File: src/common/rr_pkg.sv
// Shared types and constants; refresh_div and fifo_depth must be at least 2, glyphs are active high

package rr_pkg;

    //------------------------------------------------------------------------
    // Tokens and queues

    localparam int w_count      = 3;                       // Count bits per source
    localparam int fifo_depth   = 4;
    localparam int w_fifo_ptr   = $clog2(fifo_depth);
    localparam int w_fifo_count = $clog2(fifo_depth + 1);

    // Bit 3 is the source tag, bits 2..0 the count
    typedef logic [w_count:0] token_t;

    //------------------------------------------------------------------------
    // Display

    localparam int refresh_div   = 4;                      // Cycles per digit
    localparam int w_refresh     = $clog2(refresh_div);
    localparam int n_digits      = 8;
    localparam int w_digit_index = $clog2(n_digits);

    typedef logic [7:0] seg_t;                             // abcdefgh

    localparam seg_t sign_ready_a   = 8'b1000_0000;        // Segment a
    localparam seg_t sign_ready_b   = 8'b0000_0010;        // Segment g
    localparam seg_t sign_ready_out = 8'b0001_0000;        // Segment d
    localparam seg_t sign_nothing   = 8'b0000_0000;

    localparam seg_t hex_glyphs [0:15] = '{
        8'b1111_1100, 8'b0110_0000, 8'b1101_1010, 8'b1111_0010,
        8'b0110_0110, 8'b1011_0110, 8'b1011_1110, 8'b1110_0000,
        8'b1111_1110, 8'b1111_0110, 8'b1110_1110, 8'b0011_1110,
        8'b1001_1100, 8'b0111_1010, 8'b1001_1110, 8'b1000_1110
    };

endpackage

File: src/logic/token_source.sv
// Counter wraps from 7 to 0 with no overflow flag; the token only changes after an accepted push

module token_source
(
    input  logic           clk,
    input  logic           arst_n,
    input  logic           advance,   // Push accepted this cycle
    input  logic           tag,       // Source identity, tied off by the parent
    output rr_pkg::token_t token
);

    import rr_pkg::*;

    logic [w_count - 1:0] count;

    always_ff @ (posedge clk or negedge arst_n)
    begin
        if (!arst_n)
            count <= '0;
        else if (advance)
            count <= count + 1'b1;  // Natural wrap
    end

    // Tag on top, count below
    assign token = { tag, count };

endmodule

File: src/fifo/flip_flop_fifo.sv
// Register queue of fifo_depth entries; the head is visible combinationally and is not reset

module flip_flop_fifo
# (
    parameter type payload_t = rr_pkg::token_t
)
(
    input  logic     clk,
    input  logic     arst_n,

    input  logic     in_valid,
    output logic     in_ready,
    input  payload_t in_data,

    output logic     out_valid,
    input  logic     out_ready,
    output payload_t out_data
);

    import rr_pkg::*;

    payload_t                  mem [0:fifo_depth - 1];
    logic [w_fifo_ptr   - 1:0] wr_ptr;
    logic [w_fifo_ptr   - 1:0] rd_ptr;
    logic [w_fifo_count - 1:0] count;

    logic push;
    logic pop;

    //------------------------------------------------------------------------

    assign in_ready  = count != w_fifo_count'(fifo_depth);  // Not full
    assign out_valid = count != '0;                         // Not empty
    assign out_data  = mem[rd_ptr];

    assign push = in_valid  & in_ready;
    assign pop  = out_valid & out_ready;

    //------------------------------------------------------------------------
    // Storage, no reset needed

    always_ff @ (posedge clk)
    begin
        if (push)
            mem[wr_ptr] <= in_data;
    end

    //------------------------------------------------------------------------
    // Pointers and occupancy

    always_ff @ (posedge clk or negedge arst_n)
    begin
        if (!arst_n)
        begin
            wr_ptr <= '0;
            rd_ptr <= '0;
            count  <= '0;
        end
        else
        begin
            if (push)
                wr_ptr <= (wr_ptr == w_fifo_ptr'(fifo_depth - 1)) ? '0 : wr_ptr + 1'b1;

            if (pop)
                rd_ptr <= (rd_ptr == w_fifo_ptr'(fifo_depth - 1)) ? '0 : rd_ptr + 1'b1;

            case ({ push, pop })
            2'b10:   count <= count + 1'b1;
            2'b01:   count <= count - 1'b1;
            default: count <= count;            // Both or neither
            endcase
        end
    end

endmodule

File: src/arbiter/round_robin_arbiter_2.sv
// Two-way arbiter; request[0] is source A, and a pending grant is held until its transfer

module round_robin_arbiter_2
(
    input  logic       clk,
    input  logic       arst_n,
    input  logic [1:0] request,
    input  logic       transfer,  // Granted head was taken this cycle
    output logic [1:0] grant
);

    logic favor_b;   // Round-robin pointer
    logic held;      // Last grant not taken yet
    logic held_b;    // Which source was holding

    //------------------------------------------------------------------------
    // A grant that has not completed keeps the output stable

    always_comb
    begin
        if (held)
            grant = held_b ? 2'b10 : 2'b01;
        else if (request == 2'b11)
            grant = favor_b ? 2'b10 : 2'b01;
        else
            grant = request;    // Lone requester wins
    end

    //------------------------------------------------------------------------

    always_ff @ (posedge clk or negedge arst_n)
    begin
        if (!arst_n)
        begin
            favor_b <= 1'b0;    // A first
            held    <= 1'b0;
            held_b  <= 1'b0;
        end
        else
        begin
            if (transfer)
                favor_b <= grant[0];  // Point to the other source

            held   <= (|grant) & ~transfer;
            held_b <= grant[1];
        end
    end

endmodule

File: src/arbiter/arbitrated_fifo_pair.sv
// Two queues share one output; the winning head is popped only when out_ready is high

module arbitrated_fifo_pair
(
    input  logic           clk,
    input  logic           arst_n,

    input  logic           a_valid,
    output logic           a_ready,
    input  rr_pkg::token_t a_data,

    input  logic           b_valid,
    output logic           b_ready,
    input  rr_pkg::token_t b_data,

    output logic           out_valid,
    input  logic           out_ready,
    output rr_pkg::token_t out_data
);

    import rr_pkg::*;

    logic   a_head_valid;
    logic   a_pop_ready;
    token_t a_head_data;

    logic   b_head_valid;
    logic   b_pop_ready;
    token_t b_head_data;

    logic [1:0] grant;
    logic       transfer;

    //------------------------------------------------------------------------

    flip_flop_fifo # (.payload_t (token_t)) i_a_fifo
    (
        .clk       (clk),
        .arst_n    (arst_n),
        .in_valid  (a_valid),
        .in_ready  (a_ready),
        .in_data   (a_data),
        .out_valid (a_head_valid),
        .out_ready (a_pop_ready),
        .out_data  (a_head_data)
    );

    flip_flop_fifo # (.payload_t (token_t)) i_b_fifo
    (
        .clk       (clk),
        .arst_n    (arst_n),
        .in_valid  (b_valid),
        .in_ready  (b_ready),
        .in_data   (b_data),
        .out_valid (b_head_valid),
        .out_ready (b_pop_ready),
        .out_data  (b_head_data)
    );

    //------------------------------------------------------------------------

    round_robin_arbiter_2 i_arbiter
    (
        .clk      (clk),
        .arst_n   (arst_n),
        .request  ({ b_head_valid, a_head_valid }),
        .transfer (transfer),
        .grant    (grant)
    );

    // Grant only goes to a valid head
    assign out_valid = |grant;
    assign out_data  = grant[1] ? b_head_data : a_head_data;
    assign transfer  = out_valid & out_ready;

    assign a_pop_ready = out_ready & grant[0];
    assign b_pop_ready = out_ready & grant[1];

endmodule

File: src/logic/seven_segment_display.sv
// Eight-digit multiplexed driver; segments and digit select are active high, one digit at a time

module seven_segment_display
(
    input  logic                             clk,
    input  logic                             arst_n,
    input  logic [4 * rr_pkg::n_digits - 1:0] number,  // Digit 0 in the low nibble
    input  logic [    rr_pkg::n_digits - 1:0] dots,
    output rr_pkg::seg_t                      abcdefgh,
    output logic [    rr_pkg::n_digits - 1:0] digit
);

    import rr_pkg::*;

    logic [w_refresh     - 1:0] refresh_cnt;
    logic [w_digit_index - 1:0] index;
    logic                       refresh_tick;
    logic [3:0]                 nibble;

    //------------------------------------------------------------------------
    // Refresh timing

    assign refresh_tick = refresh_cnt == w_refresh'(refresh_div - 1);

    always_ff @ (posedge clk or negedge arst_n)
    begin
        if (!arst_n)
            refresh_cnt <= '0;
        else if (refresh_tick)
            refresh_cnt <= '0;
        else
            refresh_cnt <= refresh_cnt + 1'b1;
    end

    // Digit 0 up to the last, then back
    always_ff @ (posedge clk or negedge arst_n)
    begin
        if (!arst_n)
            index <= '0;
        else if (refresh_tick)
        begin
            if (index == w_digit_index'(n_digits - 1))
                index <= '0;
            else
                index <= index + 1'b1;
        end
    end

    //------------------------------------------------------------------------
    // Digit select and segment decode

    always_comb
    begin
        digit        = '0;
        digit[index] = 1'b1;
    end

    assign nibble = number[4 * index +: 4];

    // Dot lands on segment h
    assign abcdefgh = hex_glyphs[nibble] | seg_t'(dots[index]);

endmodule

File: src/logic/board_top.sv
// Fixed three-key mapping, all on one clock; sw is kept for the board pinout and has no function

module board_top
(
    input  logic         clk,
    input  logic         arst_n,

    input  logic [2:0]   key,
    input  logic [7:0]   sw,
    output logic [7:0]   led,

    output rr_pkg::seg_t abcdefgh,
    output logic [7:0]   digit
);

    import rr_pkg::*;

    logic   a_valid;
    logic   a_ready;
    token_t a_data;

    logic   b_valid;
    logic   b_ready;
    token_t b_data;

    logic   out_valid;
    logic   out_ready;
    token_t out_data;

    logic   out_strobe;
    seg_t   abcdefgh_pre;

    //------------------------------------------------------------------------
    // Keys to requests

    assign a_valid   =   key[2];
    assign b_valid   =   key[1];
    assign out_ready = ~ key[0];  // Released key means ready

    assign out_strobe = out_valid & out_ready;

    //------------------------------------------------------------------------
    // Sources, A counts 0..7, B counts 8..f

    token_source i_a_source
    (
        .clk     (clk),
        .arst_n  (arst_n),
        .advance (a_valid & a_ready),
        .tag     (1'b0),
        .token   (a_data)
    );

    token_source i_b_source
    (
        .clk     (clk),
        .arst_n  (arst_n),
        .advance (b_valid & b_ready),
        .tag     (1'b1),
        .token   (b_data)
    );

    arbitrated_fifo_pair i_pair (.*);

    //------------------------------------------------------------------------
    // Display and status

    seven_segment_display i_display
    (
        .clk      (clk),
        .arst_n   (arst_n),
        .number   ({ a_data, b_data, 20'h0, out_data }),
        .dots     ('0),
        .abcdefgh (abcdefgh_pre),
        .digit    (digit)
    );

    always_comb
    begin
        case (digit)
        8'b0000_0001: abcdefgh = out_valid ? abcdefgh_pre : sign_nothing;

        8'b0000_0010:                           // Status digit
        begin
            abcdefgh = sign_nothing;

            if (a_ready)
                abcdefgh |= sign_ready_a;
            if (b_ready)
                abcdefgh |= sign_ready_b;
            if (out_ready)
                abcdefgh |= sign_ready_out;
        end

        default: abcdefgh = abcdefgh_pre;
        endcase
    end

    assign led = { out_strobe, b_ready, a_ready, out_valid, out_data };

endmodule

File: config.mk
export PLATFORM = sky130hd
export DESIGN_NAME = board_top
export DESIGN_NICKNAME = d
export VERILOG_FILES = /design/src/common/rr_pkg.sv /design/src/logic/token_source.sv /design/src/fifo/flip_flop_fifo.sv /design/src/arbiter/round_robin_arbiter_2.sv /design/src/arbiter/arbitrated_fifo_pair.sv /design/src/logic/seven_segment_display.sv /design/src/logic/board_top.sv
export SDC_FILE = /design/constraint.sdc
export NUM_CORES = 1
export LEC_CHECK = 0
export BUFFER_PORTS_ARGS = -buffer_cell sky130_fd_sc_hd__clkbuf_2
export CORE_MARGIN = 10
export CORE_UTILIZATION = 62
export CTS_CLUSTER_SIZE = 10
export DETAILED_ROUTE_END_ITERATION = 7
export GPL_ROUTABILITY_DRIVEN = 0
export PLACE_DENSITY = 0.92
export SYNTH_ARGS = -nofsm -noshare
export SYNTH_HDL_FRONTEND = slang
export SYNTH_SLANG_ARGS = --single-unit
File: constraint.sdc
create_clock -name clk -period 9.7 [get_ports clk]
set_input_delay 1.94 -clock clk [delete_from_list [all_inputs] [get_ports clk]]
set_output_delay 1.94 -clock clk [all_outputs]
set_load 0.005 [all_outputs]
# == Yosys cells after proc, flatten, opt, wreduce, memory -nomap -nowiden ==
# Memories as Yosys holds them, arrays and structs flattened.
# Index checks and enable logic that the tools add are counted.
# word_totals
ramBits,24
inputBits,13
out_inout_bits,24
reg_bits,28
romBits,136
wordCells,93
memories,4
# op_classes
muxes,27
n_lt_le_gt_ge,3
bitwise_logic,12
n_reduce_logical,6
addsub,12
shifts,1
n_eq_ne,15
# memory_table
name,depth,width,read_ports,rd_ports_with_merged_regs,write_ports,line,text
(no name shown),16,8,1,0,0,seven_segment_display.sv:61,assign abcdefgh = hex_glyphs[nibble] | seg_t'(dots[index]);
i_pair.i_a_fifo.mem,4,3,1,0,1,flip_flop_fifo.sv:22,payload_t mem [0:fifo_depth - 1];
i_pair.i_b_fifo.mem,4,3,1,0,1,flip_flop_fifo.sv:22,
(no name shown),8,1,1,0,0,seven_segment_display.sv:61,
# ops
op,count
8-bit two-way mux,4
32-bit by 6-bit variable part select with 4-bit output,1
2-bit two-way mux,10
"2-bit equality test, second input constant",8
8-bit one-hot mux with 2 select lines,1
"3-bit by 1-bit adder with 3-bit output, second input constant",5
3-bit one-hot mux with 2 select lines,2
"2-bit by 1-bit adder with 2-bit output, second input constant",5
1-bit bitwise AND,8
"8-bit by 1-bit equality test with 1-bit output, second input constant",1
"8-bit by 2-bit equality test with 1-bit output, second input constant",1
8-bit by 1-bit bitwise OR with 8-bit output,1
1-bit two-way mux,6
"3-bit != test, second input constant",2
3-bit nonzero test,2
"3-bit by 1-bit subtractor with 3-bit output, second input constant",2
"5-bit greater-or-equal comparator, second input constant",1
5-bit two-way mux,1
4-bit NOT with 5-bit output,1
"2-bit by 1-bit equality test with 1-bit output, second input constant",2
"3-bit by 4-bit less-than comparator with 1-bit output, second input constant",1
4-bit two-way mux,1
2-bit nonzero test,2
1-bit demux with 3-bit select,1
other kinds (6),7

# == Depth between registers and ports, before layout ==
# Gate-level depths: netlist (run 1).
# logic_depth
depth_word,13
ltp_mapped,10
depth_no_buf,10

# == By module ==
# Synthesis (run 1) repeated with hierarchy kept, for this count alone.
# unflattened
hier_cells,282
hier_area_um2,3703.6
# by_module_without_submodules
mod,cells_each,seq_area_each_um2,n_inst,area_per_inst_um2
flip_flop_fifo,61,655.6,2,1032.2
seven_segment_display,84,125.1,1,902.1
token_source,9,75.1,2,131.4
board_top,35,0.0,1,229.0
round_robin_arbiter_2,14,75.1,1,146.4
arbitrated_fifo_pair,9,0.0,1,98.8

# == Worst setup path after synthesis (run 1) ==
# OpenSTA, ideal clock, no wires.
# synth_timing
path_kind,flip-flop to output port
start,reg i_pair.i_a_fifo.count[2]
end,out abcdefgh[4]
required_time_ps,7760
arrival_time_ps,2711
path_slack_ps,5049
path_buffers,0
stages_incl_launch_ff,11
path_cell_list,dfrtp_1 > or3_4 > a211oi_4 > mux2i_1 > o22a_1 > inv_1 > ha_1 > nand2_1 > mux2i_1 > a2111oi_2 > a221o_1
# synth_between
elab_chain_cells,13
word_cells_on_any_way,14
cone_classes,eq/ne: 1; shift: 1; mux: 7; bitwise: 2; reduce/logical: 2; memory: 1
# synth_lines
element,line,text
from (decl),flip_flop_fifo.sv:25,logic [w_fifo_count - 1:0] count;
from (signal assigned),flip_flop_fifo.sv:68,2'b10: count <= count + 1'b1;
from (signal assigned),flip_flop_fifo.sv:69,2'b01: count <= count - 1'b1;
from (signal assigned),flip_flop_fifo.sv:70,default: count <= count;
3-bit nonzero test (*),flip_flop_fifo.sv:33,assign out_valid = count != '0;
2-bit equality test (*),round_robin_arbiter_2.sv:23,else if (request == 2'b11)
2-bit two-way mux (*),round_robin_arbiter_2.sv:23,
2-bit two-way mux (*),round_robin_arbiter_2.sv:21,if (held)
net i_pair.grant[1],arbitrated_fifo_pair.sv:31,logic [1:0] grant;
4-bit two-way mux,arbitrated_fifo_pair.sv:73,assign out_data = grant[1] ? b_head_data : a_head_data;
32-bit by 6-bit variable part select with 4-bit output,seven_segment_display.sv:58,assign nibble = number[4 * index +: 4];
4-bit NOT with 5-bit output (implied by the code),seven_segment_display.sv:61,
memory 16 x 8 bit,n/a,
8-bit two-way mux (implied by the code) (2 in series),seven_segment_display.sv:61,
8-bit by 1-bit bitwise OR with 8-bit output,seven_segment_display.sv:61,
8-bit two-way mux,board_top.sv:81,8'b0000_0001: abcdefgh = out_valid ? abcdefgh_pre : sign_nothing;
8-bit one-hot mux with 2 select lines (*),board_top.sv:80,case (digit)
to (decl),board_top.sv:12,"output rr_pkg::seg_t abcdefgh,"
# The timed path passes the listed nets; every way through them passes the cells marked *. The select of a mux whose other input is x is not followed.

# == Worst setup path after layout (run 1) ==
# layout_timing
start,reg i_pair.i_a_fifo.count[2]
end,out abcdefgh[4]
# layout_between
elab_chain_cells,13
word_cells_on_any_way,14
cone_classes,eq/ne: 1; shift: 1; mux: 7; bitwise: 2; reduce/logical: 2; memory: 1
# layout_lines
element,line
3-bit nonzero test (*),flip_flop_fifo.sv:33
2-bit equality test,round_robin_arbiter_2.sv:23
2-bit two-way mux (*),round_robin_arbiter_2.sv:23
2-bit two-way mux (*),round_robin_arbiter_2.sv:21
4-bit two-way mux,arbitrated_fifo_pair.sv:73
32-bit by 6-bit variable part select with 4-bit output,seven_segment_display.sv:58
4-bit NOT with 5-bit output (implied by the code),seven_segment_display.sv:61
memory 16 x 8 bit,n/a
8-bit two-way mux (implied by the code) (2 in series),seven_segment_display.sv:61
8-bit by 1-bit bitwise OR with 8-bit output,seven_segment_display.sv:61
8-bit two-way mux,board_top.sv:81
8-bit one-hot mux with 2 select lines (*),board_top.sv:80
# Every way passes the cells marked *; elsewhere a longest branch is shown, timed or not. The select of a mux whose other input is x is not followed.

==> results.md, run 1 <==
- CTS-repair resized insts: 0
- Crit end category: primary output
- Worst VDD drop: 0.141 mV
- Post-synth EDFFs: 24
- TNS Setup: 0 ns
- Worst r2r src: i_pair.i_b_fifo.count[0]$_DFFE_PN0P_
- CTS Root Cell: clkbuf_8
- Die width: 89.1 um
- Ys Warns: 0
- Syn Inst Count: 256
- Power consumption: 0.822 mW
- Simple-gate share of the synthesized area: 14.2%
- GRT Resource Usage Total: 14.5%
- Via density: 5.79
- Reg2Reg Depth: 10
- Area leader, netlist: edfxtp_1
- Hold Path Sink: i_display.refresh_cnt[0]$_DFF_PN0_
- WL met2: 2650 um
- Outcome: finished, final reports clean
- Top FF cell, synth: dfrtp_1
- Data required, critical path: 7.76 ns
- Post-DP HPWL: 4280 um
- FF-to-FF setup slack: 7.20 ns
- Startpoint Class: flip-flop
- Number of global-route vias before repair: 1,888
- Core footprint: 4690 sq um
- Buffers added on ports: 27
- WL met1: 2280 um
- DR iter-0 viols: 97
- Final cycle utilization of the critical path: 56.5%
- DRT Pass-1 Iters: 4
- Worst slew margin: 51.4%
- Clk buf depth: 2
- Flop and latch count out of synthesis: 52
- DRT antenna net count: 0
- Hold_ws: 0.435 ns
- Post-CTS Hold Buffers: 0
- H-tree lvl count: 2
- Fin. max-slew vios: 0
- Antenna violations before repair: 0
- Core Util, Final: 68.3%
- Pin count of the biggest net entering global routing: 29
- Finish-stage setup viols: 0
- Crit Path Class: reg2out
- Syn_nets: 296
- Fillers: 326
- Drt wl/cell: 16.1 um
- Max cap viols: 0
- Layout cells sized above 1: 19.9%
- Hold path startpoint: i_display.refresh_cnt[0]$_DFF_PN0_
- Clock Pin Slew Worst Setup and Hold Paths: 0.09 ns
- Vias: 1,938
- Slew @ Worst Pin: 0.725 ns
- Antenna cells: 0
- Synth top area share: 24.3%
- Clock buffer count from CTS: 5
- Leak pwr: 1.42 nW
- Syn_area_per_cell: 11.6 sq um
- Post-synth design cell area: 2960 sq um
- Clock Latency Late Sink: 0.30 ns
- Initial core utilization: 63.2%
- Aggregate global routing overflow: 0
- Fin crit period: 5.48 ns
- Synth Area in XOR/XNOR: 2.95%
- Most frequent cells in the layout: 28 x dfrtp_1, 27 x clkbuf_2, 26 x nand2_1, 25 x ha_1, 24 x edfxtp_1
- Mux cell area share after synthesis: 9.20%
- Uppermost routed layer: met4
- Complex-gate fraction of the synthesized area: 8.65%
- Adder-cell share of the synthesized area: 11.9%
- Die Ht: 89.1 um
- Number of setup buffers added after CTS: 0
- Cell count of the worst hold path: 1
- PD cells: 256 nW/um^2
- Sequential share of the synthesized area: 48.0%
- Die area: 7950 sq um
- CTS tree: yes
- Layout area overhead: 8.06%
- CP Max Fanout: 9
- Routed wire length: 5410 um
- RSZ-0062 raised after global routing: no
- Clock Skew: 0.00332 ns
- Final Hold Fails: 0
- FP Rows: 25
- Reg2reg end: i_pair.i_b_fifo.count[2]$_DFFE_PN0P_
- Nets@finish: 320
- Non-Filler Instances: 335
- Top achievable clock speed: 183 MHz
- Largest family of logic cells by synthesized area: simple AND/OR/NAND/NOR gates
- Yosys cell types: 54
- Placed Cells: 327
- WP data arrival: 3.54 ns
- Top Ports: 37
- DRC: 0
- WL met3: 391 um
- Most common cell after layout, fill and taps aside: dfrtp_1
- FFs w/ async S/R, synth: 53.8%
- Synth top area cells: edfxtp_1 24%, dfrtp_1 24%, ha_1 11%
- Hold Path Class: reg2reg
- First-pass GRT wire length: 9020 um
- CTS sink cnt: 52
## cell usage after synthesis, types with 2 or more instances
| library cell | n |
|---|---|
| edfxtp_1 | 24 |
| and3_1 | 10 |
| nor3_1 | 11 |
| xnor2_1 | 6 |
| nand3_1 | 4 |
| buf_4 | 6 |
| fa_1 | 2 |
| o22a_1 | 2 |
| nand2_1 | 26 |
| nor2b_1 | 2 |
| xor2_1 | 4 |
| mux2_2 | 2 |
| mux2i_1 | 9 |
| a21o_1 | 2 |
| clkbuf_1 | 3 |
| nor3b_1 | 4 |
| nor4_2 | 2 |
| a21oi_1 | 5 |
| a22oi_1 | 2 |
| and2_0 | 2 |
| and2_1 | 2 |
| or3_1 | 2 |
| a211oi_1 | 3 |
| o21ai_0 | 6 |
| mux4_2 | 6 |
| ha_1 | 25 |
| dfrtp_1 | 28 |
| inv_1 | 20 |
| nor2_1 | 11 |
## worst max-delay path by stage
stage / startpoint / to / slack [ns] / cells after the start
2_1_floorplan: i_pair.i_a_fifo.count[2]$_DFFE_PN0P_ / abcdefgh[4] / 5.05 / 10
3_3_place_gp: i_pair.i_a_fifo.count[2]$_DFFE_PN0P_ / abcdefgh[4] / 4.64 / 11
3_5_place_dp: i_pair.i_a_fifo.count[2]$_DFFE_PN0P_ / abcdefgh[4] / 4.58 / 11
4_1_cts: i_pair.i_a_fifo.count[2]$_DFFE_PN0P_ / abcdefgh[4] / 4.23 / 11
5_1_grt: i_pair.i_a_fifo.count[2]$_DFFE_PN0P_ / abcdefgh[4] / 3.98 / 11
6_report: i_pair.i_a_fifo.count[2]$_DFFE_PN0P_ / abcdefgh[4] / 4.22 / 11
## final cells by class
class / count / area [sq um] / share of cell area, %
clock inverter: 2 / 13.8 / 0.430
clock buffer: 6 / 82.6 / 2.58
multi-input combinational: 171 / 1390 / 43.5
inverter: 23 / 88.8 / 2.77
tap: 54 / 67.6 / 2.11
timing repair buffer: 27 / 135 / 4.22
sequential: 52 / 1420 / 44.4
## power breakdown
group          switching (mW)  internal (mW)  leakage (nW)
Clock                  0.0682         0.0583        0.0516
Sequential             0.0739          0.321         0.556
Combinational           0.160          0.140         0.809
## through the flow
stage	worst slack, ns	instance area (sq um)
2_1_floorplan	5.05	2960
3_3_place_gp	4.64	3110
3_5_place_dp	4.58	3110
4_1_cts	4.23	3200
5_1_grt	3.98	3200
6_report	4.22	3200
## cells by family (layout without fill, tap and decap cells)
group	after synthesis	after routing
AO/OA/AOI/OAI	33	33
XOR/XNOR	10	10
adder cells (fa/ha/maj)	27	27
buffers and inverters	33	58
flip-flops	52	52
multiplexers	19	19
other	1	1
AND/OR/NAND/NOR	81	81
## worst max-delay path, cell delays in order, from the launching register on
cell       delay, ns
dfrtp_1         0.43
or3_4           0.44
a211oi_4        0.43
mux2i_1         0.33
o22a_1          0.42
inv_1           0.14
ha_1            0.25
nand2_1         0.06
mux2i_1         0.08
a2111oi_2       0.36
a221o_1         0.17
clkbuf_2        0.11
## flip-flops by register name, indices dropped and copies added (netlist names)
register and cells:
i_pair.i_a_fifo.count 3, i_pair.i_a_fifo.mem 12, i_pair.i_arbiter.favor_b 1, i_pair.i_b_fifo.mem 12
i_display.refresh_cnt 2, i_b_source.count 3, i_display.index 3, i_pair.i_arbiter.held_b 1
i_pair.i_arbiter.held 1, i_pair.i_a_fifo.wr_ptr 2, i_a_source.count 3, i_pair.i_b_fifo.count 3
i_pair.i_b_fifo.rd_ptr 2, i_pair.i_b_fifo.wr_ptr 2, i_pair.i_a_fifo.rd_ptr 2
## metal layers
metal | track usage, % | vias to the layer above
met5 | 0 | -
met4 | 5.49 | 0
met3 | 3.56 | 9
met2 | 23.7 | 53
met1 | 18.3 | 925
li1 | - | 951
No activity file was read; power rests on OpenSTA's default activity.
==> inputs of run 2 (changes only) <==
--- a/config.mk
+++ b/config.mk
@@ -5,13 +5,14 @@
 export SDC_FILE = /design/constraint.sdc
 export NUM_CORES = 1
 export LEC_CHECK = 0
+export ABC_AREA = 1
 export BUFFER_PORTS_ARGS = -buffer_cell sky130_fd_sc_hd__clkbuf_2
 export CORE_MARGIN = 10
-export CORE_UTILIZATION = 62
+export CORE_UTILIZATION = 58
 export CTS_CLUSTER_SIZE = 10
 export DETAILED_ROUTE_END_ITERATION = 7
 export GPL_ROUTABILITY_DRIVEN = 0
-export PLACE_DENSITY = 0.92
+export PLACE_DENSITY = 0.88
 export SYNTH_ARGS = -nofsm -noshare
 export SYNTH_HDL_FRONTEND = slang
 export SYNTH_SLANG_ARGS = --single-unit
==> constraint.sdc (replaced) <==
create_clock -name clk -period 5.25 [get_ports clk]
set_input_delay 1.05 -clock clk [delete_from_list [all_inputs] [get_ports clk]]
set_output_delay 1.05 -clock clk [all_outputs]
set_load 0.005 [all_outputs]
==> results.md, run 2 <==
- Outcome: finished, final reports clean
- Worst r2r src: i_pair.i_b_fifo.count[0]$_DFFE_PN0P_
- Most instantiated cells after synthesis: 68 x nand2_1, 37 x inv_1, 28 x dfrtp_1
- Top Ports: 37
- WP data arrival: 2.71 ns
- Cell family with most CP delay: simple AND/OR/NAND/NOR gates
- TNS Setup: 0 ns
- FFs w/ async S/R, synth: 53.8%
- Clock Pin Slew Worst Setup and Hold Paths: 0.09 ns
- First-pass GRT wire length: 10,000 um
- Final Cell Area: 3240 sq um
- Syn_nets: 370
- Post-CTS Hold Buffers: 0
- Layout area overhead: 8.29%
- CTS Root Cell: clkbuf_8
- Post-synth EDFFs: 24
- Number of setup buffers added after CTS: 0
- Routed wire length: 5780 um
- Clock Skew: 0.00975 ns
- Vias: 2,232
- Pin count of the biggest net entering global routing: 29
- WL met3: 296 um
- Hold Path Class: reg2reg
- PD cells: 481 nW/um^2
- Area leader, netlist: edfxtp_1
- Core footprint: 5040 sq um
- Hold_ws: 0.437 ns
- H-tree lvl count: 2
- Placed cell area: 3150 sq um
- Post-DP HPWL: 4380 um
- Slew @ Worst Pin: 0.726 ns
- Clk buf depth: 2
- Die Ht: 91.8 um
- FP Rows: 26
- Largest regs: i_pair.i_a_fifo.mem (12), i_pair.i_b_fifo.mem (12)
- Finish-stage setup viols: 0
- Data required, critical path: 4.20 ns
- RSZ-0062 raised after global routing: no
- Core Util, Final: 64.2%
- Die area: 8430 sq um
- DRT antenna net count: 0
- Crit Path Class: reg2out
- Fillers: 419
- Die width: 91.8 um
- Critical path, cell by cell: inv_1 > nor3_2 > a22oi_1 > nand2_1 > inv_1 > ha_1 > inv_1 > a21oi_1 > inv_1 > a21oi_1 > clkbuf_2
- Antenna violations before repair: 0
- Top FF cell, synth: dfrtp_1
- Buffers added on ports: 27
- WL met1: 2340 um
- Top achievable clock speed: 266 MHz
- Fin. max-slew vios: 0
- WL met2: 3070 um
- Ys Warns: 0
- Fin crit period: 3.76 ns
- FF-to-FF setup slack: 2.72 ns
- Cell count of the worst hold path: 1
- Clock buffer count from CTS: 5
- Yosys cell types: 36
- Synth top area cells: edfxtp_1 24%, dfrtp_1 23%, ha_1 10%
- CP max stage cell: dfrtp_1
- CTS sink cnt: 52
- Antenna cells: 0
- Crit path from: i_display.index[1]$_DFFE_PN0P_
- Most frequent cells in the layout: 68 x nand2_1, 37 x inv_1, 28 x dfrtp_1, 27 x nor2_1, 27 x clkbuf_2
- CTS tree: yes
- Sequential share of the synthesized area: 47.6%
- Flop and latch count out of synthesis: 52
- CP peak stage delay: 0.48 ns
- Layout cells sized above 1: 17.4%
- CP most frequent cell: inv_1
- CP Max Fanout: 7
- Crit end category: primary output
- Worst slew margin: 51.6%
- DRT Pass-1 Iters: 5
- Nets@finish: 395
- DR iter-0 viols: 125
- Aggregate global routing overflow: 0
- Final Hold Fails: 0
- Worst VDD drop: 0.311 mV
- Syn_area_per_cell: 9.06 sq um
- Most common cell after layout, fill and taps aside: nand2_1
- Startpoint Class: flip-flop
- Capture point of the critical path: abcdefgh[6]
- Post-synth design cell area: 2990 sq um
- CTS-repair resized insts: 0
- Reg2Reg Depth: 13
- Reg2reg end: i_pair.i_a_fifo.count[2]$_DFFE_PN0P_
- DRC: 0
- Number of global-route vias before repair: 2,246
- Total stage count of the critical path: 11
- Final cycle utilization of the critical path: 71.6%
- Drt wl/cell: 13.6 um
- GRT Resource Usage Total: 14.2%
- Via density: 5.24
- Initial core utilization: 59.3%
- Max cap viols: 0
- Syn Inst Count: 330
- CP bufs+invs: 5
- Clock Latency Late Sink: 0.31 ns
- Top-count cell post-synth: nand2_1
- Uppermost routed layer: met4
- Synth top area share: 24.1%
- Leak pwr: 1.48 nW
-- run 2: cell types whose count changed in the layout (fill, tap and decap cells not counted), moves of 7 or more --
cell / before / now
a21oi_1: 5 / 12
and3_1: 10 / 0
inv_1: 20 / 37
inv_2: 1 / 10
mux2i_1: 9 / 0
nand2_1: 26 / 68
nand3_1: 4 / 25
nor2_1: 11 / 27
o21ai_0: 6 / 19
-- run 2: worst min-delay path by stage --
stage | slack, ns | to | from
after global placement | 0.41 | i_display.refresh_cnt[0]$_DFF_PN0_ | i_display.refresh_cnt[0]$_DFF_PN0_
final | 0.44 | i_display.refresh_cnt[0]$_DFF_PN0_ | i_display.refresh_cnt[0]$_DFF_PN0_
after CTS | 0.44 | i_display.refresh_cnt[0]$_DFF_PN0_ | i_display.refresh_cnt[0]$_DFF_PN0_
after global routing | 0.47 | i_display.refresh_cnt[0]$_DFF_PN0_ | i_display.refresh_cnt[0]$_DFF_PN0_
after detailed placement | 0.43 | i_display.refresh_cnt[0]$_DFF_PN0_ | i_display.refresh_cnt[0]$_DFF_PN0_
after floorplan | 0.40 | i_display.refresh_cnt[0]$_DFF_PN0_ | i_display.refresh_cnt[0]$_DFF_PN0_
-- run 2: power breakdown --
part           internal [mW]  switching (mW)  leakage (nW)
combinational          0.236           0.368         0.878
clock                 0.0948           0.133        0.0445
sequential             0.595           0.131         0.555
total                  0.925           0.632          1.48
-- run 2: kinds of logic after synthesis --
| family | count (synthesis) | share of synthesized area [%] |
|---|---|---|
| XOR/XNOR | 8 | 2.34 |
| buffers and inverters | 56 | 8.08 |
| AND/OR/NAND/NOR | 146 | 22.7 |
| multiplexers | 1 | 0.377 |
| other | 1 | 0.125 |
| flip-flops | 52 | 47.6 |
| AO/OA/AOI/OAI | 39 | 6.99 |
| adder cells (fa/ha/maj) | 27 | 11.8 |
-- run 2: through the flow --
stage               power (mW)  instances  setup WS, ns
floorplan                 1.17        330          2.28
global placement          1.30        418          1.97
detailed placement        1.34        418          1.93
CTS                       1.57        426          1.50
global route              1.69        426          1.23
finish                    1.56        426          1.49
-- run 2: layout make-up --
class	instances	area (sq um)	area share, %
Timing Repair Buffer	27	135	4.17
Clock inverter	3	21.3	0.657
Tap cell	70	87.6	2.71
Clock buffer	5	68.8	2.13
Multi-Input combinational cell	222	1330	41.0
Sequential cell	52	1420	43.9
Inverter	47	176	5.45
-- run 2: metal layers --
metal	GRT usage [%]	vias up
li1	-	1107
met4	3.86	0
met2	26.5	59
met1	15.8	1056
met5	0	-
met3	3.34	10
